<file path="config.mk">
export PLATFORM = sky130hd
export DESIGN_NAME = session_top
export DESIGN_NICKNAME = d
export VERILOG_FILES = /design/src/hdl/session_pkg.sv /design/src/hdl/master_cmd_gen.sv /design/src/hdl/range_calc.sv /design/src/hdl/session_ctrl.sv /design/src/hdl/session_top.sv /design/src/hdl/status_display.sv /design/src/hdl/write_bank.sv
export VERILOG_INCLUDE_DIRS = /design/src /design/src/include
export SDC_FILE = /design/constraint.sdc
export NUM_CORES = 1
export LEC_CHECK = 0
export CORE_ASPECT_RATIO = 1.4
export CORE_MARGIN = 1.5
export CORE_UTILIZATION = 57
export CTS_CLUSTER_SIZE = 28
export DETAILED_ROUTE_END_ITERATION = 10
export DONT_BUFFER_PORTS = 1
export PLACE_DENSITY = 0.75
export SYNTH_ARGS = -nofsm -noshare
export SYNTH_HDL_FRONTEND = slang
export SYNTH_SLANG_ARGS = --single-unit
export TNS_END_PERCENT = 50
</file>
<file path="constraint.sdc">
create_clock -name clk -period 4.43 [get_ports clk]
set_clock_uncertainty 0.1 [all_clocks]
set_input_delay 0.6645 -clock clk [delete_from_list [all_inputs] [get_ports clk]]
set_output_delay 0.6645 -clock clk [all_outputs]
set_load 0.05 [all_outputs]
</file>
<file path="src/include/session_defs.svh">
`ifndef SESSION_DEFS_SVH
`define SESSION_DEFS_SVH

`define DATA_W 16 // switch and bus data word
`define ADDR_W 12 // wide enough for the largest slave

`endif

</file>
<file path="src/hdl/session_pkg.sv">
`include "session_defs.svh"

package session_pkg;

    localparam int DATA_W    = `DATA_W;
    localparam int ADDR_W    = `ADDR_W;
    localparam int N_MASTERS = 2;
    localparam int M_IDX_W   = $clog2(N_MASTERS);
    localparam int SID_W     = 2; // id 0 means no slave
    localparam int CFG_CLKS  = 2; // cycles per configuration step

    localparam int SLAVE_DEPTH [3] = '{2048, 2048, 1024}; // by slave id minus one

    typedef enum logic [3:0] {
        slave_sel, rw_sel, ext_sel,
        ext_write_m0, ext_write_both, ext_write_m1,
        start_sel_m0, start_sel_m1,
        length_sel_m0, length_sel_m1,
        config_masters, comm_ready, communicating, comm_done
    } main_state_t;

    typedef enum logic [1:0] {cfg_start, cfg_middle, cfg_last, cfg_done} cfg_state_t;

    typedef enum logic [1:0] {ext_none, ext_m0, ext_m1, ext_both} ext_sel_t;

    typedef struct packed {
        logic [SID_W-1:0]  slave_id;
        logic              rd_wr;     // 1 is write
        logic              ext_write;
        logic              burst;
        logic [ADDR_W-1:0] address;
        logic [DATA_W-1:0] data;
    } master_cmd_t;

    typedef struct packed {
        logic              done_com;
        logic [DATA_W-1:0] data_out;
    } master_status_t;

endpackage

</file>
<file path="src/hdl/master_cmd_gen.sv">
module master_cmd_gen (
    input  logic clk,
    input  logic rstN,
    input  session_pkg::main_state_t state,
    input  logic latch_sid,
    input  logic latch_rw,
    input  logic latch_ext,
    input  logic next_addr,
    input  logic [session_pkg::DATA_W-1:0] sw,
    input  logic cfg_load,
    input  logic [session_pkg::M_IDX_W-1:0] cfg_master,
    input  session_pkg::cfg_state_t cfg_kind,
    input  logic [session_pkg::DATA_W-1:0] rword,
    input  logic [session_pkg::N_MASTERS-1:0][session_pkg::ADDR_W-1:0] first_addr,
    input  logic [session_pkg::N_MASTERS-1:0][session_pkg::ADDR_W-1:0] last_addr,
    input  logic comm_go,
    input  logic none_selected,
    output session_pkg::master_cmd_t [session_pkg::N_MASTERS-1:0] cmd,
    output logic [session_pkg::N_MASTERS-1:0] start,
    output logic [session_pkg::N_MASTERS-1:0] eoc
);
    import session_pkg::*;

    logic in_ext;
    logic [M_IDX_W-1:0] wm; // master whose words are being entered
    logic [N_MASTERS-1:0] adv_seen;

    assign in_ext = state inside {ext_write_m0, ext_write_both, ext_write_m1};
    assign wm     = M_IDX_W'(state == ext_write_m1);

    always_ff @(posedge clk or negedge rstN) begin
        if (!rstN) begin
            cmd <= '0;
            start <= '0;
            eoc <= '0;
            adv_seen <= '0;
        end else begin
            start <= '0; // start and eoc are single-cycle pulses
            eoc <= '0;
            for (int m = 0; m < N_MASTERS; m++) begin
                if (latch_sid) cmd[m].slave_id <= sw[SID_W*m +: SID_W];
                if (latch_rw) cmd[m].rd_wr <= sw[m];
                if (latch_ext) cmd[m].ext_write <= sw[m];
                if (state == comm_done) cmd[m].address <= sw[ADDR_W-1:0]; // readback address
            end
            if (in_ext && next_addr) begin
                if (adv_seen[wm]) cmd[wm].burst <= 1'b1; // second word makes it a burst
                adv_seen[wm] <= 1'b1;
            end
            if (none_selected) eoc <= '1;
            if (cfg_load) begin
                case (cfg_kind)
                    cfg_start: begin
                        start[cfg_master] <= 1'b1;
                        cmd[cfg_master].address <= first_addr[cfg_master];
                        cmd[cfg_master].data <= rword;
                    end
                    cfg_middle: cmd[cfg_master].data <= rword;
                    cfg_last: begin
                        start[cfg_master] <= 1'b1;
                        cmd[cfg_master].address <= last_addr[cfg_master];
                        cmd[cfg_master].data <= rword;
                    end
                    default: begin
                        for (int m = 0; m < N_MASTERS; m++) cmd[m].address <= '0;
                    end
                endcase
            end
            if (comm_go) start <= '1; // both masters start together
        end
    end

endmodule

</file>
<file path="src/hdl/range_calc.sv">
module range_calc (
    input  logic clk,
    input  logic rstN,
    input  logic latch_first,
    input  logic latch_len,
    input  logic [session_pkg::M_IDX_W-1:0] master,
    input  logic [session_pkg::ADDR_W-1:0] sw,
    input  logic [session_pkg::N_MASTERS-1:0][session_pkg::SID_W-1:0] slave_id,
    output logic [session_pkg::N_MASTERS-1:0][session_pkg::ADDR_W-1:0] first_addr,
    output logic [session_pkg::N_MASTERS-1:0][session_pkg::ADDR_W-1:0] last_addr
);
    import session_pkg::*;

    logic [SID_W-1:0] sid;
    logic [ADDR_W:0] sum; // one extra bit so the overrun is visible
    logic [ADDR_W-1:0] clamped;
    int depth;

    assign sid = slave_id[master];
    assign sum = {1'b0, first_addr[master]} + {1'b0, sw};

    always_comb begin
        depth = SLAVE_DEPTH[(sid == '0) ? 2'd0 : sid - 2'd1];
        if (sum > depth - 1) clamped = ADDR_W'(depth - 1); // stop at the slave's top word
        else clamped = sum[ADDR_W-1:0];
    end

    always_ff @(posedge clk or negedge rstN) begin
        if (!rstN) begin
            first_addr <= '0;
            last_addr <= '0;
        end else begin
            if (latch_first) first_addr[master] <= sw;
            if (latch_len) last_addr[master] <= clamped;
        end
    end

endmodule

</file>
<file path="src/hdl/session_ctrl.sv">
module session_ctrl #(
    parameter int BANK_DEPTH = 16
) (
    input  logic clk,
    input  logic rstN,
    input  logic step,
    input  logic next_addr,
    input  logic [session_pkg::DATA_W-1:0] sw,
    input  logic [session_pkg::N_MASTERS-1:0][$clog2(BANK_DEPTH+1)-1:0] word_count,
    input  session_pkg::master_status_t [session_pkg::N_MASTERS-1:0] status,
    input  logic [session_pkg::N_MASTERS-1:0][session_pkg::SID_W-1:0] slave_id,
    output session_pkg::main_state_t state,
    output logic bank_wr,
    output logic [session_pkg::M_IDX_W-1:0] bank_sel,
    output logic bank_clear_ptr,
    output logic latch_sid,
    output logic latch_rw,
    output logic latch_ext,
    output logic latch_first,
    output logic latch_len,
    output logic cfg_load,
    output logic [session_pkg::M_IDX_W-1:0] cfg_master,
    output session_pkg::cfg_state_t cfg_kind,
    output logic [$clog2(BANK_DEPTH)-1:0] cfg_index,
    output logic comm_go,
    output logic none_selected
);
    import session_pkg::*;

    localparam int IDX_W = $clog2(BANK_DEPTH);
    localparam int CLK_W = $clog2(CFG_CLKS);

    main_state_t state_next;
    cfg_state_t cfg_q, cfg_next;
    logic [M_IDX_W-1:0] master_q, master_next;
    logic [IDX_W-1:0] idx_q, idx_next, last_idx;
    logic [CLK_W-1:0] clk_cnt;
    logic [$clog2(BANK_DEPTH+1)-1:0] cnt_m;
    logic sub_end, all_done;

    assign cnt_m    = word_count[master_q];
    assign last_idx = (cnt_m == '0) ? '0 : IDX_W'(cnt_m - 1'b1); // index of last stored word
    assign sub_end  = (clk_cnt == CLK_W'(CFG_CLKS - 1));
    assign bank_sel = M_IDX_W'(state inside {ext_write_m1, start_sel_m1, length_sel_m1});

    always_comb begin
        all_done = 1'b1;
        for (int m = 0; m < N_MASTERS; m++) begin
            if (slave_id[m] != '0 && !status[m].done_com) all_done = 1'b0; // idle masters ignored
        end
    end

    always_comb begin
        state_next = state;
        cfg_next = cfg_q;
        master_next = master_q;
        idx_next = idx_q;
        {bank_wr, bank_clear_ptr, latch_sid, latch_rw, latch_ext} = '0;
        {latch_first, latch_len, cfg_load, comm_go, none_selected} = '0;
        case (state)
            slave_sel: if (step) begin
                latch_sid = 1'b1;
                if (sw[3:0] == '0) begin
                    none_selected = 1'b1; // nothing to talk to, skip the session
                    state_next = comm_done;
                end else begin
                    state_next = rw_sel;
                end
            end
            rw_sel: if (step) begin
                latch_rw = 1'b1;
                state_next = ext_sel;
            end
            ext_sel: if (step) begin
                latch_ext = 1'b1;
                case (ext_sel_t'(sw[1:0]))
                    ext_m0:   state_next = ext_write_m0;
                    ext_m1:   state_next = ext_write_m1;
                    ext_both: state_next = ext_write_both;
                    default:  state_next = start_sel_m0;
                endcase
            end
            ext_write_m0, ext_write_both, ext_write_m1: begin
                bank_wr = next_addr; // word stored as the operator moves on
                if (step) begin
                    bank_clear_ptr = 1'b1;
                    state_next = (state == ext_write_both) ? ext_write_m1 : start_sel_m0;
                end
            end
            start_sel_m0: if (step) begin
                latch_first = 1'b1;
                state_next = start_sel_m1;
            end
            start_sel_m1: if (step) begin
                latch_first = 1'b1;
                state_next = length_sel_m0;
            end
            length_sel_m0: if (step) begin
                latch_len = 1'b1;
                state_next = length_sel_m1;
            end
            length_sel_m1: if (step) begin
                latch_len = 1'b1;
                state_next = config_masters;
                cfg_load = 1'b1; // first cfg_start pulse goes out on this edge
                cfg_next = cfg_start;
                master_next = '0;
                idx_next = '0;
            end
            config_masters: begin
                if (cfg_q == cfg_done) begin
                    state_next = comm_ready;
                end else if (sub_end) begin
                    cfg_load = 1'b1;
                    case (cfg_q)
                        cfg_start: begin
                            cfg_next = (cnt_m > 2) ? cfg_middle : cfg_last;
                            idx_next = (cnt_m > 2) ? IDX_W'(1) : last_idx;
                        end
                        cfg_middle: begin
                            idx_next = idx_q + 1'b1;
                            cfg_next = (idx_q + 1'b1 == last_idx) ? cfg_last : cfg_middle;
                        end
                        default: begin
                            if (master_q == M_IDX_W'(N_MASTERS - 1)) begin
                                cfg_next = cfg_done;
                            end else begin
                                master_next = master_q + 1'b1; // on to the next master
                                idx_next = '0;
                                cfg_next = cfg_start;
                            end
                        end
                    endcase
                end
            end
            comm_ready: if (step) begin
                comm_go = 1'b1;
                state_next = communicating;
            end
            communicating: if (all_done) state_next = comm_done;
            default: ; // comm_done holds until reset
        endcase
        cfg_kind = cfg_next;
        cfg_master = master_next;
        cfg_index = idx_next;
    end

    always_ff @(posedge clk or negedge rstN) begin
        if (!rstN) begin
            state <= slave_sel;
            cfg_q <= cfg_start;
            master_q <= '0;
            idx_q <= '0;
            clk_cnt <= '0;
        end else begin
            state <= state_next;
            cfg_q <= cfg_next;
            master_q <= master_next;
            idx_q <= idx_next;
            if (cfg_load) clk_cnt <= '0;
            else if (state == config_masters) clk_cnt <= clk_cnt + 1'b1;
        end
    end

endmodule

</file>
<file path="src/hdl/session_top.sv">
module session_top #(
    parameter int BANK_DEPTH = 16
) (
    input  logic clk,
    input  logic rstN,
    input  logic step,
    input  logic next_addr,
    input  logic [session_pkg::DATA_W-1:0] sw,
    output session_pkg::master_cmd_t [session_pkg::N_MASTERS-1:0] cmd,
    output logic [session_pkg::N_MASTERS-1:0] start,
    output logic [session_pkg::N_MASTERS-1:0] eoc,
    input  session_pkg::master_status_t [session_pkg::N_MASTERS-1:0] status,
    output logic [3:0] state_leds,
    output logic [6:0] hex0,
    output logic [6:0] hex1
);
    import session_pkg::*;

    main_state_t state;
    cfg_state_t cfg_kind;
    logic bank_wr, bank_clear_ptr, latch_sid, latch_rw, latch_ext, latch_first, latch_len;
    logic cfg_load, comm_go, none_selected;
    logic [M_IDX_W-1:0] bank_sel, cfg_master;
    logic [$clog2(BANK_DEPTH)-1:0] cfg_index;
    logic [N_MASTERS-1:0][$clog2(BANK_DEPTH+1)-1:0] word_count;
    logic [N_MASTERS-1:0][SID_W-1:0] slave_id;
    logic [N_MASTERS-1:0][ADDR_W-1:0] first_addr, last_addr;
    logic [DATA_W-1:0] rword;

    for (genvar m = 0; m < N_MASTERS; m++) begin : g_sid
        assign slave_id[m] = cmd[m].slave_id;
    end

    session_ctrl #(.BANK_DEPTH(BANK_DEPTH)) u_ctrl (
        .clk, .rstN, .step, .next_addr, .sw, .word_count, .status, .slave_id,
        .state, .bank_wr, .bank_sel, .bank_clear_ptr, .latch_sid, .latch_rw,
        .latch_ext, .latch_first, .latch_len, .cfg_load, .cfg_master, .cfg_kind,
        .cfg_index, .comm_go, .none_selected
    );

    write_bank #(.BANK_DEPTH(BANK_DEPTH)) u_bank (
        .clk, .rstN, .wr(bank_wr), .sel(bank_sel), .clear_ptr(bank_clear_ptr),
        .advance(next_addr), .wdata(sw), .rd_master(cfg_master), .rd_index(cfg_index),
        .word_count, .rword
    );

    range_calc u_range (
        .clk, .rstN, .latch_first, .latch_len, .master(bank_sel),
        .sw(sw[ADDR_W-1:0]), .slave_id, .first_addr, .last_addr
    );

    master_cmd_gen u_cmd (
        .clk, .rstN, .state, .latch_sid, .latch_rw, .latch_ext, .next_addr, .sw,
        .cfg_load, .cfg_master, .cfg_kind, .rword, .first_addr, .last_addr,
        .comm_go, .none_selected, .cmd, .start, .eoc
    );

    status_display u_disp (
        .clk, .rstN, .state, .status, .state_leds, .hex0, .hex1
    );

endmodule

</file>
<file path="src/hdl/status_display.sv">
module status_display (
    input  logic clk,
    input  logic rstN,
    input  session_pkg::main_state_t state,
    input  session_pkg::master_status_t [session_pkg::N_MASTERS-1:0] status,
    output logic [3:0] state_leds,
    output logic [6:0] hex0,
    output logic [6:0] hex1
);
    import session_pkg::*;

    localparam logic [6:0] BLANK = 7'h7f; // all segments off

    function automatic logic [6:0] seg7(input logic [3:0] v);
        case (v) // gfedcba, low lights the segment
            4'h0: seg7 = 7'b1000000;
            4'h1: seg7 = 7'b1111001;
            4'h2: seg7 = 7'b0100100;
            4'h3: seg7 = 7'b0110000;
            4'h4: seg7 = 7'b0011001;
            4'h5: seg7 = 7'b0010010;
            4'h6: seg7 = 7'b0000010;
            4'h7: seg7 = 7'b1111000;
            4'h8: seg7 = 7'b0000000;
            4'h9: seg7 = 7'b0010000;
            4'ha: seg7 = 7'b0001000;
            4'hb: seg7 = 7'b0000011;
            4'hc: seg7 = 7'b1000110;
            4'hd: seg7 = 7'b0100001;
            4'he: seg7 = 7'b0000110;
            default: seg7 = 7'b0001110;
        endcase
    endfunction

    assign state_leds = {state == communicating, state == comm_done,
                         state == comm_ready, state == slave_sel};

    always_ff @(posedge clk or negedge rstN) begin
        if (!rstN) begin
            hex0 <= BLANK;
            hex1 <= BLANK;
        end else if (state == comm_done) begin
            hex0 <= seg7(status[0].data_out[3:0]);
            hex1 <= seg7(status[0].data_out[7:4]);
        end else begin
            hex0 <= BLANK;
            hex1 <= BLANK;
        end
    end

endmodule

</file>
<file path="src/hdl/write_bank.sv">
module write_bank #(
    parameter int BANK_DEPTH = 16
) (
    input  logic clk,
    input  logic rstN,
    input  logic wr,
    input  logic [session_pkg::M_IDX_W-1:0] sel,
    input  logic clear_ptr,
    input  logic advance,
    input  logic [session_pkg::DATA_W-1:0] wdata,
    input  logic [session_pkg::M_IDX_W-1:0] rd_master,
    input  logic [$clog2(BANK_DEPTH)-1:0] rd_index,
    output logic [session_pkg::N_MASTERS-1:0][$clog2(BANK_DEPTH+1)-1:0] word_count,
    output logic [session_pkg::DATA_W-1:0] rword
);
    import session_pkg::*;

    logic [DATA_W-1:0] mem [N_MASTERS][BANK_DEPTH];
    logic [$clog2(BANK_DEPTH)-1:0] ptr; // shared by both masters
    logic full;

    assign full  = (word_count[sel] == BANK_DEPTH);
    assign rword = mem[rd_master][rd_index];

    always_ff @(posedge clk) begin
        if (wr && !full) mem[sel][ptr] <= wdata;
    end

    always_ff @(posedge clk or negedge rstN) begin
        if (!rstN) begin
            ptr <= '0;
            word_count <= '0;
        end else if (clear_ptr) begin
            ptr <= '0; // next master starts at word 0
        end else if (wr && advance && !full) begin
            ptr <= ptr + 1'b1;
            word_count[sel] <= word_count[sel] + 1'b1; // saturates through full
        end
    end

endmodule

</file>
---- Word-level counts from Yosys, hierarchy flattened ----
Memory sizes are Yosys's and may differ from the RTL's.
Index checks and enable logic that the tools add are counted.
Widths: inputs -> output; s select.
word-level totals
  register bits after elaboration ......... 160
  latch bits .............................. 0
  memory bits (writable) .................. 512
  bits in read-only memories .............. 224
  input port bits ......................... 54
  output and inout bits ................... 88
  memories ................................ 3
operators by class
  $add $sub $neg .......................... 10
  multipliers ............................. 0
  divide/modulo/power cells ............... 0
  order comparisons ....................... 13
  equality and inequality tests ........... 33
  shift-type cells ........................ 0
  muxes and demuxes ....................... 129
  bitwise gates (word level) .............. 5
  reductions and logical operators ........ 33
memory list
  memory           words  width  read ports  clocked after memory_dff  wr ports  RTL line              RTL
  u_bank.mem       2      256    1           0                         1         write_bank.sv:18      logic [DATA_W-1:0] mem [N_MASTERS][BANK_DEPTH];
  (no name shown)  16     7      1           0                         0         status_display.sv:15  case (v)
  (no name shown)  16     7      1           0                         0         status_display.sv:15
operators by type and width
  kind                   number
  $bwmux 66              6
  $mux 256               1
  $mux 66                3
  $mux 12                10
  $demux 33 s1           3
  $mux 4                 20
  $pmux 12 s3            2
  $bmux 16 s4            1
  $bmux 32 s2            1
  $demux 16 s4           1
  $mux 16                4
  $mux 32                2
  $pmux 21 s3            1
  $bwmux 24              2
  $pmux 16 s3            1
  $pmux 4 s11            1
  $gt 13x32->1           1
  $mux 1                 32
  $mux 2                 16
  $sub 32x1->32 const B  1
  $mux 29                1
  $mux 28                1
  $mux 5                 5
  $eq 4x4->1 const B     6
  48 further kinds       101

---- Longest topological paths before layout ----
  depth in word-level cells ............... 16
  mapped depth ............................ 26
  mapped depth without buffers ............ 24

---- Cells and area by module ----
From an unflattened synthesis, not the netlist that was laid out.
second synthesis, totals
  cell total of the unflattened synthesis .. 1914
  area, all modules ....................... 28671.2 sq um
by module, submodules not included
  module          instances  cells an instance  area each (sq um)  seq. area each (sq um)
  write_bank      1          1200               20749.9            15725.1
  master_cmd_gen  1          219                3139.3             1776.7
  range_calc      1          243                2593.7             1201.2
  session_ctrl    1          160                1192.4             300.3
  status_display  1          92                 996.0              367.9

---- Least setup slack after synthesis ----
No wires, ideal clock.
  kind .................................... register to register
  from .................................... register u_ctrl.state[3]
  to ...................................... register u_range.last_addr[6] (netlist bit)
  setup time .............................. 0.137 ns
  arrival ................................. 4.597 ns
  data required time ...................... 4.193 ns
  setup slack ............................. -0.404 ns
  stages on the path, launching flop included .. 26
  period minus slack after synthesis ...... 4.834 ns
  cell sequence ........................... dfrtp_1 buf_2 nor3b_1 o21ai_2 clkbuf_1 clkbuf_1 nand2_1 nand2_1 ha_1 nor2b_1 o31a_1 o21a_1 o21ba_2 o21ai_0 nand2b_1 xnor2_1 inv_1 ha_1 nand2_1 nor3_1 nand3_1 o41ai_1 o211ai_1 clkbuf_1 a21oi_1 a21oi_1
between the ends
  word-level cells in the longest chain between the ends .. 14
  elaborated cells between the ends (all ways) .. 29
RTL lines
  item                                                   RTL line                                RTL
  start: declaration                                     session_ctrl.sv:12                      output session_pkg::main_state_t state,
  start signal: assignment                               session_ctrl.sv:150                     state <= slave_sel;
  start signal: assignment                               session_ctrl.sv:156                     state <= state_next;
  $eq 4x3->1 / $eq 4x4->1 (equally long branches)        session_ctrl.sv:44, session_ctrl.sv:60
  $reduce_bool 3->1                                      session_ctrl.sv:44                      assign bank_sel = M_IDX_W'(state inside {ext_write_m1, start_sel_m1, length_sel_m1});
  $mux 2 (not written as such) (2 in a row)              range_calc.sv:19                        assign sid = slave_id[master];
  $sub 2x1->2 / $logic_not 2->1 (equally long branches)  range_calc.sv:23                        depth = SLAVE_DEPTH[(sid == '0) ? 2'd0 : sid - 2'd1];
  $mux 2                                                 range_calc.sv:23
  $not 2->3                                              range_calc.sv:23
  $bmux 32 s2                                            range_calc.sv:23
  $mux 32 (2 in a row)                                   range_calc.sv:23
  $sub 32x1->32                                          range_calc.sv:24                        if (sum > depth - 1) clamped = ADDR_W'(depth - 1);
  $gt 13x32->1                                           range_calc.sv:24
  $mux 12                                                range_calc.sv:24
  $bwmux 24                                              range_calc.sv:34                        if (latch_len) last_addr[master] <= clamped;
  end signal: indexed assignment                         range_calc.sv:34
  end: declaration                                       range_calc.sv:10                        output logic [session_pkg::N_MASTERS-1:0][session_pkg::ADDR_W-1:0] last_addr
Several ways; a longest one is shown, not always the timed one. The select of a mux whose other input is x is not followed.
A chain may end at the register's enable or synchronous reset.

---- Final worst setup path ----
  from .................................... register u_ctrl.state[2]
  to ...................................... register u_range.last_addr[18] (netlist bit)
The elaborated chain is that of the path after synthesis.

==> impl_metrics.tcl <==
set metrics [dict create \
    run_status "finished, final reports clean" \
    reg2reg_to "u_range.last_addr[18]" \
    fin_crit_sh_pct 97.4 \
    pin_count 142 \
    path_buf_inv 4 \
    hold_depth 1 \
    final_cells 2865 \
    numCtsBuffers 58 \
    finalNetCount 2274 \
    wl_um 69300 \
    fillers 3385 \
    synth_edf_count 512 \
    swShare_pct 38.8 \
    clk_pin_slew_ns 0.07 \
    power.density_mw_per_mm2 684 \
    syn_avg_cell_area_um2 13.5 \
    hp-class "in -> reg" \
    p_int_mw 13.4 \
    dp.cells 2754 \
    seqCellArea_mm2 0.0194 \
    grt_usage_pct 27.2 \
    crit_arrival_ns 4.73 \
    multi_input_area_mm2 0.00862 \
    critPathRequiredTime_ns 4.84 \
    place.gp.congestion 0.925 \
    max_freq_mhz 232 \
    placement_rows 96 \
    timing.rr.start "u_ctrl.state[2]" \
    synth_common_cells "512 x edfxtp_1, 379 x nand2_1, 145 x dfrtp_1, 109 x a21oi_1, 103 x nor2_1" \
    clock_latency_ns 0.63 \
    maxCapViolCount 0 \
    grt_pass1_vias 18000 \
    worstHoldStart "status[2]" \
    seqPwrFrac_pct 41.7 \
    p_clk_share_pct 24.3 \
    first_iter_violations 1719 \
    setup_tns_ns 0 \
    fp.dieArea_mm2 0.0515 \
    area_growth_pct 11.8 \
    cts_sinks 671 \
    slew_violations 0 \
    htreeDepth 2 \
    synth_top_flop_cell "edfxtp_1" \
    io_buffers 0 \
    slew_headroom_pct 26.3 \
    end_kind "flop" \
    drt-wirelength-per-cell_um 24.2 \
    setup_violations 0 \
    p_comb_share_pct 33.9 \
    synth_most_common_cell "edfxtp_1" \
    max-vdd-ir-drop_uv 705 \
    layout-drive-gt1-share_pct 15.9 \
    grt-ovfl-total 0 \
    path_cells "nor2b_4 > o21ai_4 > inv_2 > buf_6 > nand2_1 > nand2_2 > ha_4 > nor2b_4 > o31a_1 > o21a_1 > o21ba_4 > o21ai_2 > nand2b_1 > xnor2_2 > inv_1 > ha_1 > nand2_1 > nor3_2 > nand3_1 > o41ai_2 > o211ai_1 > buf_4 > a21oi_2 > a21oi_1" \
    worst_slew_pin_slew_ns 1.10 \
    vias 18000 \
    leakage_nw 11.7 \
    holdWs_ns 0.0137 \
    cts.path.max_buffers 3 \
    worstSetupPathType "reg -> reg" \
    worstPathMaxFanout 7 \
    die_h_um 268 \
    switchingPower_mw 8.47 \
    seq_area_frac_synth_pct 67.8 \
    finalCriticalPeriod_ns 4.32 \
    cts_tree "done" \
    rrSetupSlack_ns 0.11 \
    cp-start-kind "flop" \
    antenna_found_initial 0 \
    synthArstFlopShare_pct 23.7 \
    initial_core_util_pct 58.0 \
    synth_seq_cells 671 \
    hold_path_end "u_disp.hex0[4]" \
    rsz0062_at_grt "yes" \
    clockRootBuffer "clkbuf_16" \
    firstDrtPassIters 5 \
    synth_top_area_share_pct 53.8 \
    core_mm2 0.0492 \
    netlist_instances 2124 \
    grt_pass1_wl_um 105000 \
    grt_max_degree 160 \
    max_stage_delay_ns 0.42 \
    synth.distinct_cells 83 \
    die_w_um 192 \
    synth_area_mm2 0.0286 \
    hpwl_um 43100 \
    crit_slowest_cell "dfrtp_1" \
    antenna_cells 0 \
    cp_top_family "compound AO/OA/AOI/OAI gates" \
    r2r_cells 24 \
    ant_nets 0 \
    hold_viol_final 0 \
    yosys.area.top_type "edfxtp_1" \
    drcViolationCount 0 \
    viasPerCell 6.28 \
    utilization_pct 64.9 \
    synth.area.top_cells "edfxtp_1 54%, dfrtp_1 13%, nand2_1 5.0%, mux2i_1 3.3%, mux4_2 2.9%" \
    synth_nets 2217 \
    yosys_warnings 0 \
]
[per-layer routing]
layer	routed length [um]	vias to the layer above	share of wire (%)	GRT usage (%)
met1	25400	9057	37	34.0
met2	35700	775	52	46.7
met4	3630	0	5.2	13.5
li1	-	7984	-	-
met3	4560	169	6.6	3.62
met5	0	-	0	0
[worst reg2reg max path, stage by stage, from the launching register on]
cell	delay, ns
dfrtp_1	0.42
nor2b_4	0.15
o21ai_4	0.19
inv_2	0.08
buf_6	0.14
nand2_1	0.07
nand2_2	0.07
ha_4	0.23
nor2b_4	0.12
o31a_1	0.26
o21a_1	0.20
o21ba_4	0.20
o21ai_2	0.11
nand2b_1	0.10
xnor2_2	0.18
inv_1	0.07
ha_1	0.28
nand2_1	0.06
nor3_2	0.10
nand3_1	0.10
o41ai_2	0.33
o211ai_1	0.21
buf_4	0.23
a21oi_2	0.15
a21oi_1	0.08
[placed cells by master, fill, tap and decap left out, types with 14 or more instances in the layout]
cell,n
inv_1,25
nand2_1,377
edfxtp_1,512
nor3_1,24
o21ai_1,31
mux2i_1,93
a32o_1,18
a21oi_1,106
clkbuf_16,62
dfstp_2,14
nor2_1,99
a32oi_1,18
ha_1,35
o22ai_1,28
buf_4,105
nand3_1,98
a21boi_0,20
and3_1,23
o21ai_0,27
nor4_1,16
dfrtp_1,145
mux4_2,37
mux2_2,37
a311oi_1,15
[per-stage QoR]
step / cell area (um2) / setup WS, ns / total power, mW
after floorplan: 28700 / -0.0964 / 14.1
after global placement: 29800 / -0.0411 / 16.2
after detailed placement: 29800 / -0.160 / 16.3
after CTS: 31900 / 0.00312 / 21.7
after global routing: 31900 / -0.169 / 22.8
final: 31900 / 0.115 / 21.8
[logic make-up after synthesis]
logic type	Yosys count	synth area share, %
multiplexers	171	7.80
buffers and inverters	150	2.64
AND/OR/NAND/NOR	736	11.7
adder cells (fa/ha/maj)	39	1.73
XOR/XNOR	20	0.613
flip-flops	671	67.8
AO/OA/AOI/OAI	337	7.70
[layout make-up]
cell class / instances / area share, %
timing repair buffer: 117 / 3.15
inverter: 30 / 0.388
clock inverter: 33 / 1.23
clock buffer: 74 / 5.12
sequential: 671 / 60.6
tap: 637 / 2.50
multi-input combinational: 1303 / 27.0
[sequential cells by signal, indices dropped and copies added (netlist names), 4 cells and up]
name	cells
u_ctrl.idx_q	4
u_cmd.cmd	66
u_range.last_addr	24
u_ctrl.state	4
u_range.first_addr	24
u_bank.word_count	10
u_disp.hex0	7
u_disp.hex1	7
u_bank.ptr	4
u_bank.mem	512
[timing repair]
item | 4_1_cts | 5_1_grt
pin swaps | 4 | 17
setup endpoints to repair | 22 | 22
hold endpoints to repair | 160 | 0
resized for setup | 5 | 17
cloned | 0 | 0
buffers inserted | 1 | 0
hold buffers | 3 | 0
[worst max-delay path by stage]
stage               cells past startpoint             from                     to
floorplan                              25  u_ctrl.state[2]   u_range.last_addr[7]
global placement                       25  u_ctrl.state[2]  u_range.last_addr[21]
detailed placement                     24  u_ctrl.state[2]  u_range.last_addr[16]
CTS                                    23  u_ctrl.state[3]  u_range.last_addr[22]
global route                           25  u_ctrl.state[2]   u_range.last_addr[6]
finish                                 24  u_ctrl.state[2]  u_range.last_addr[18]
[power groups by stage]
stage	clock (mW)	combinational (mW)	sequential, mW
final	5.32	7.41	9.12
after global placement	0	6.93	9.23
after detailed placement	0	7.10	9.24
after floorplan	0	5.10	9.01
after CTS	5.37	7.26	9.12
after global routing	5.61	8.00	9.18
Note: power is estimated with default switching activity, not from simulation.
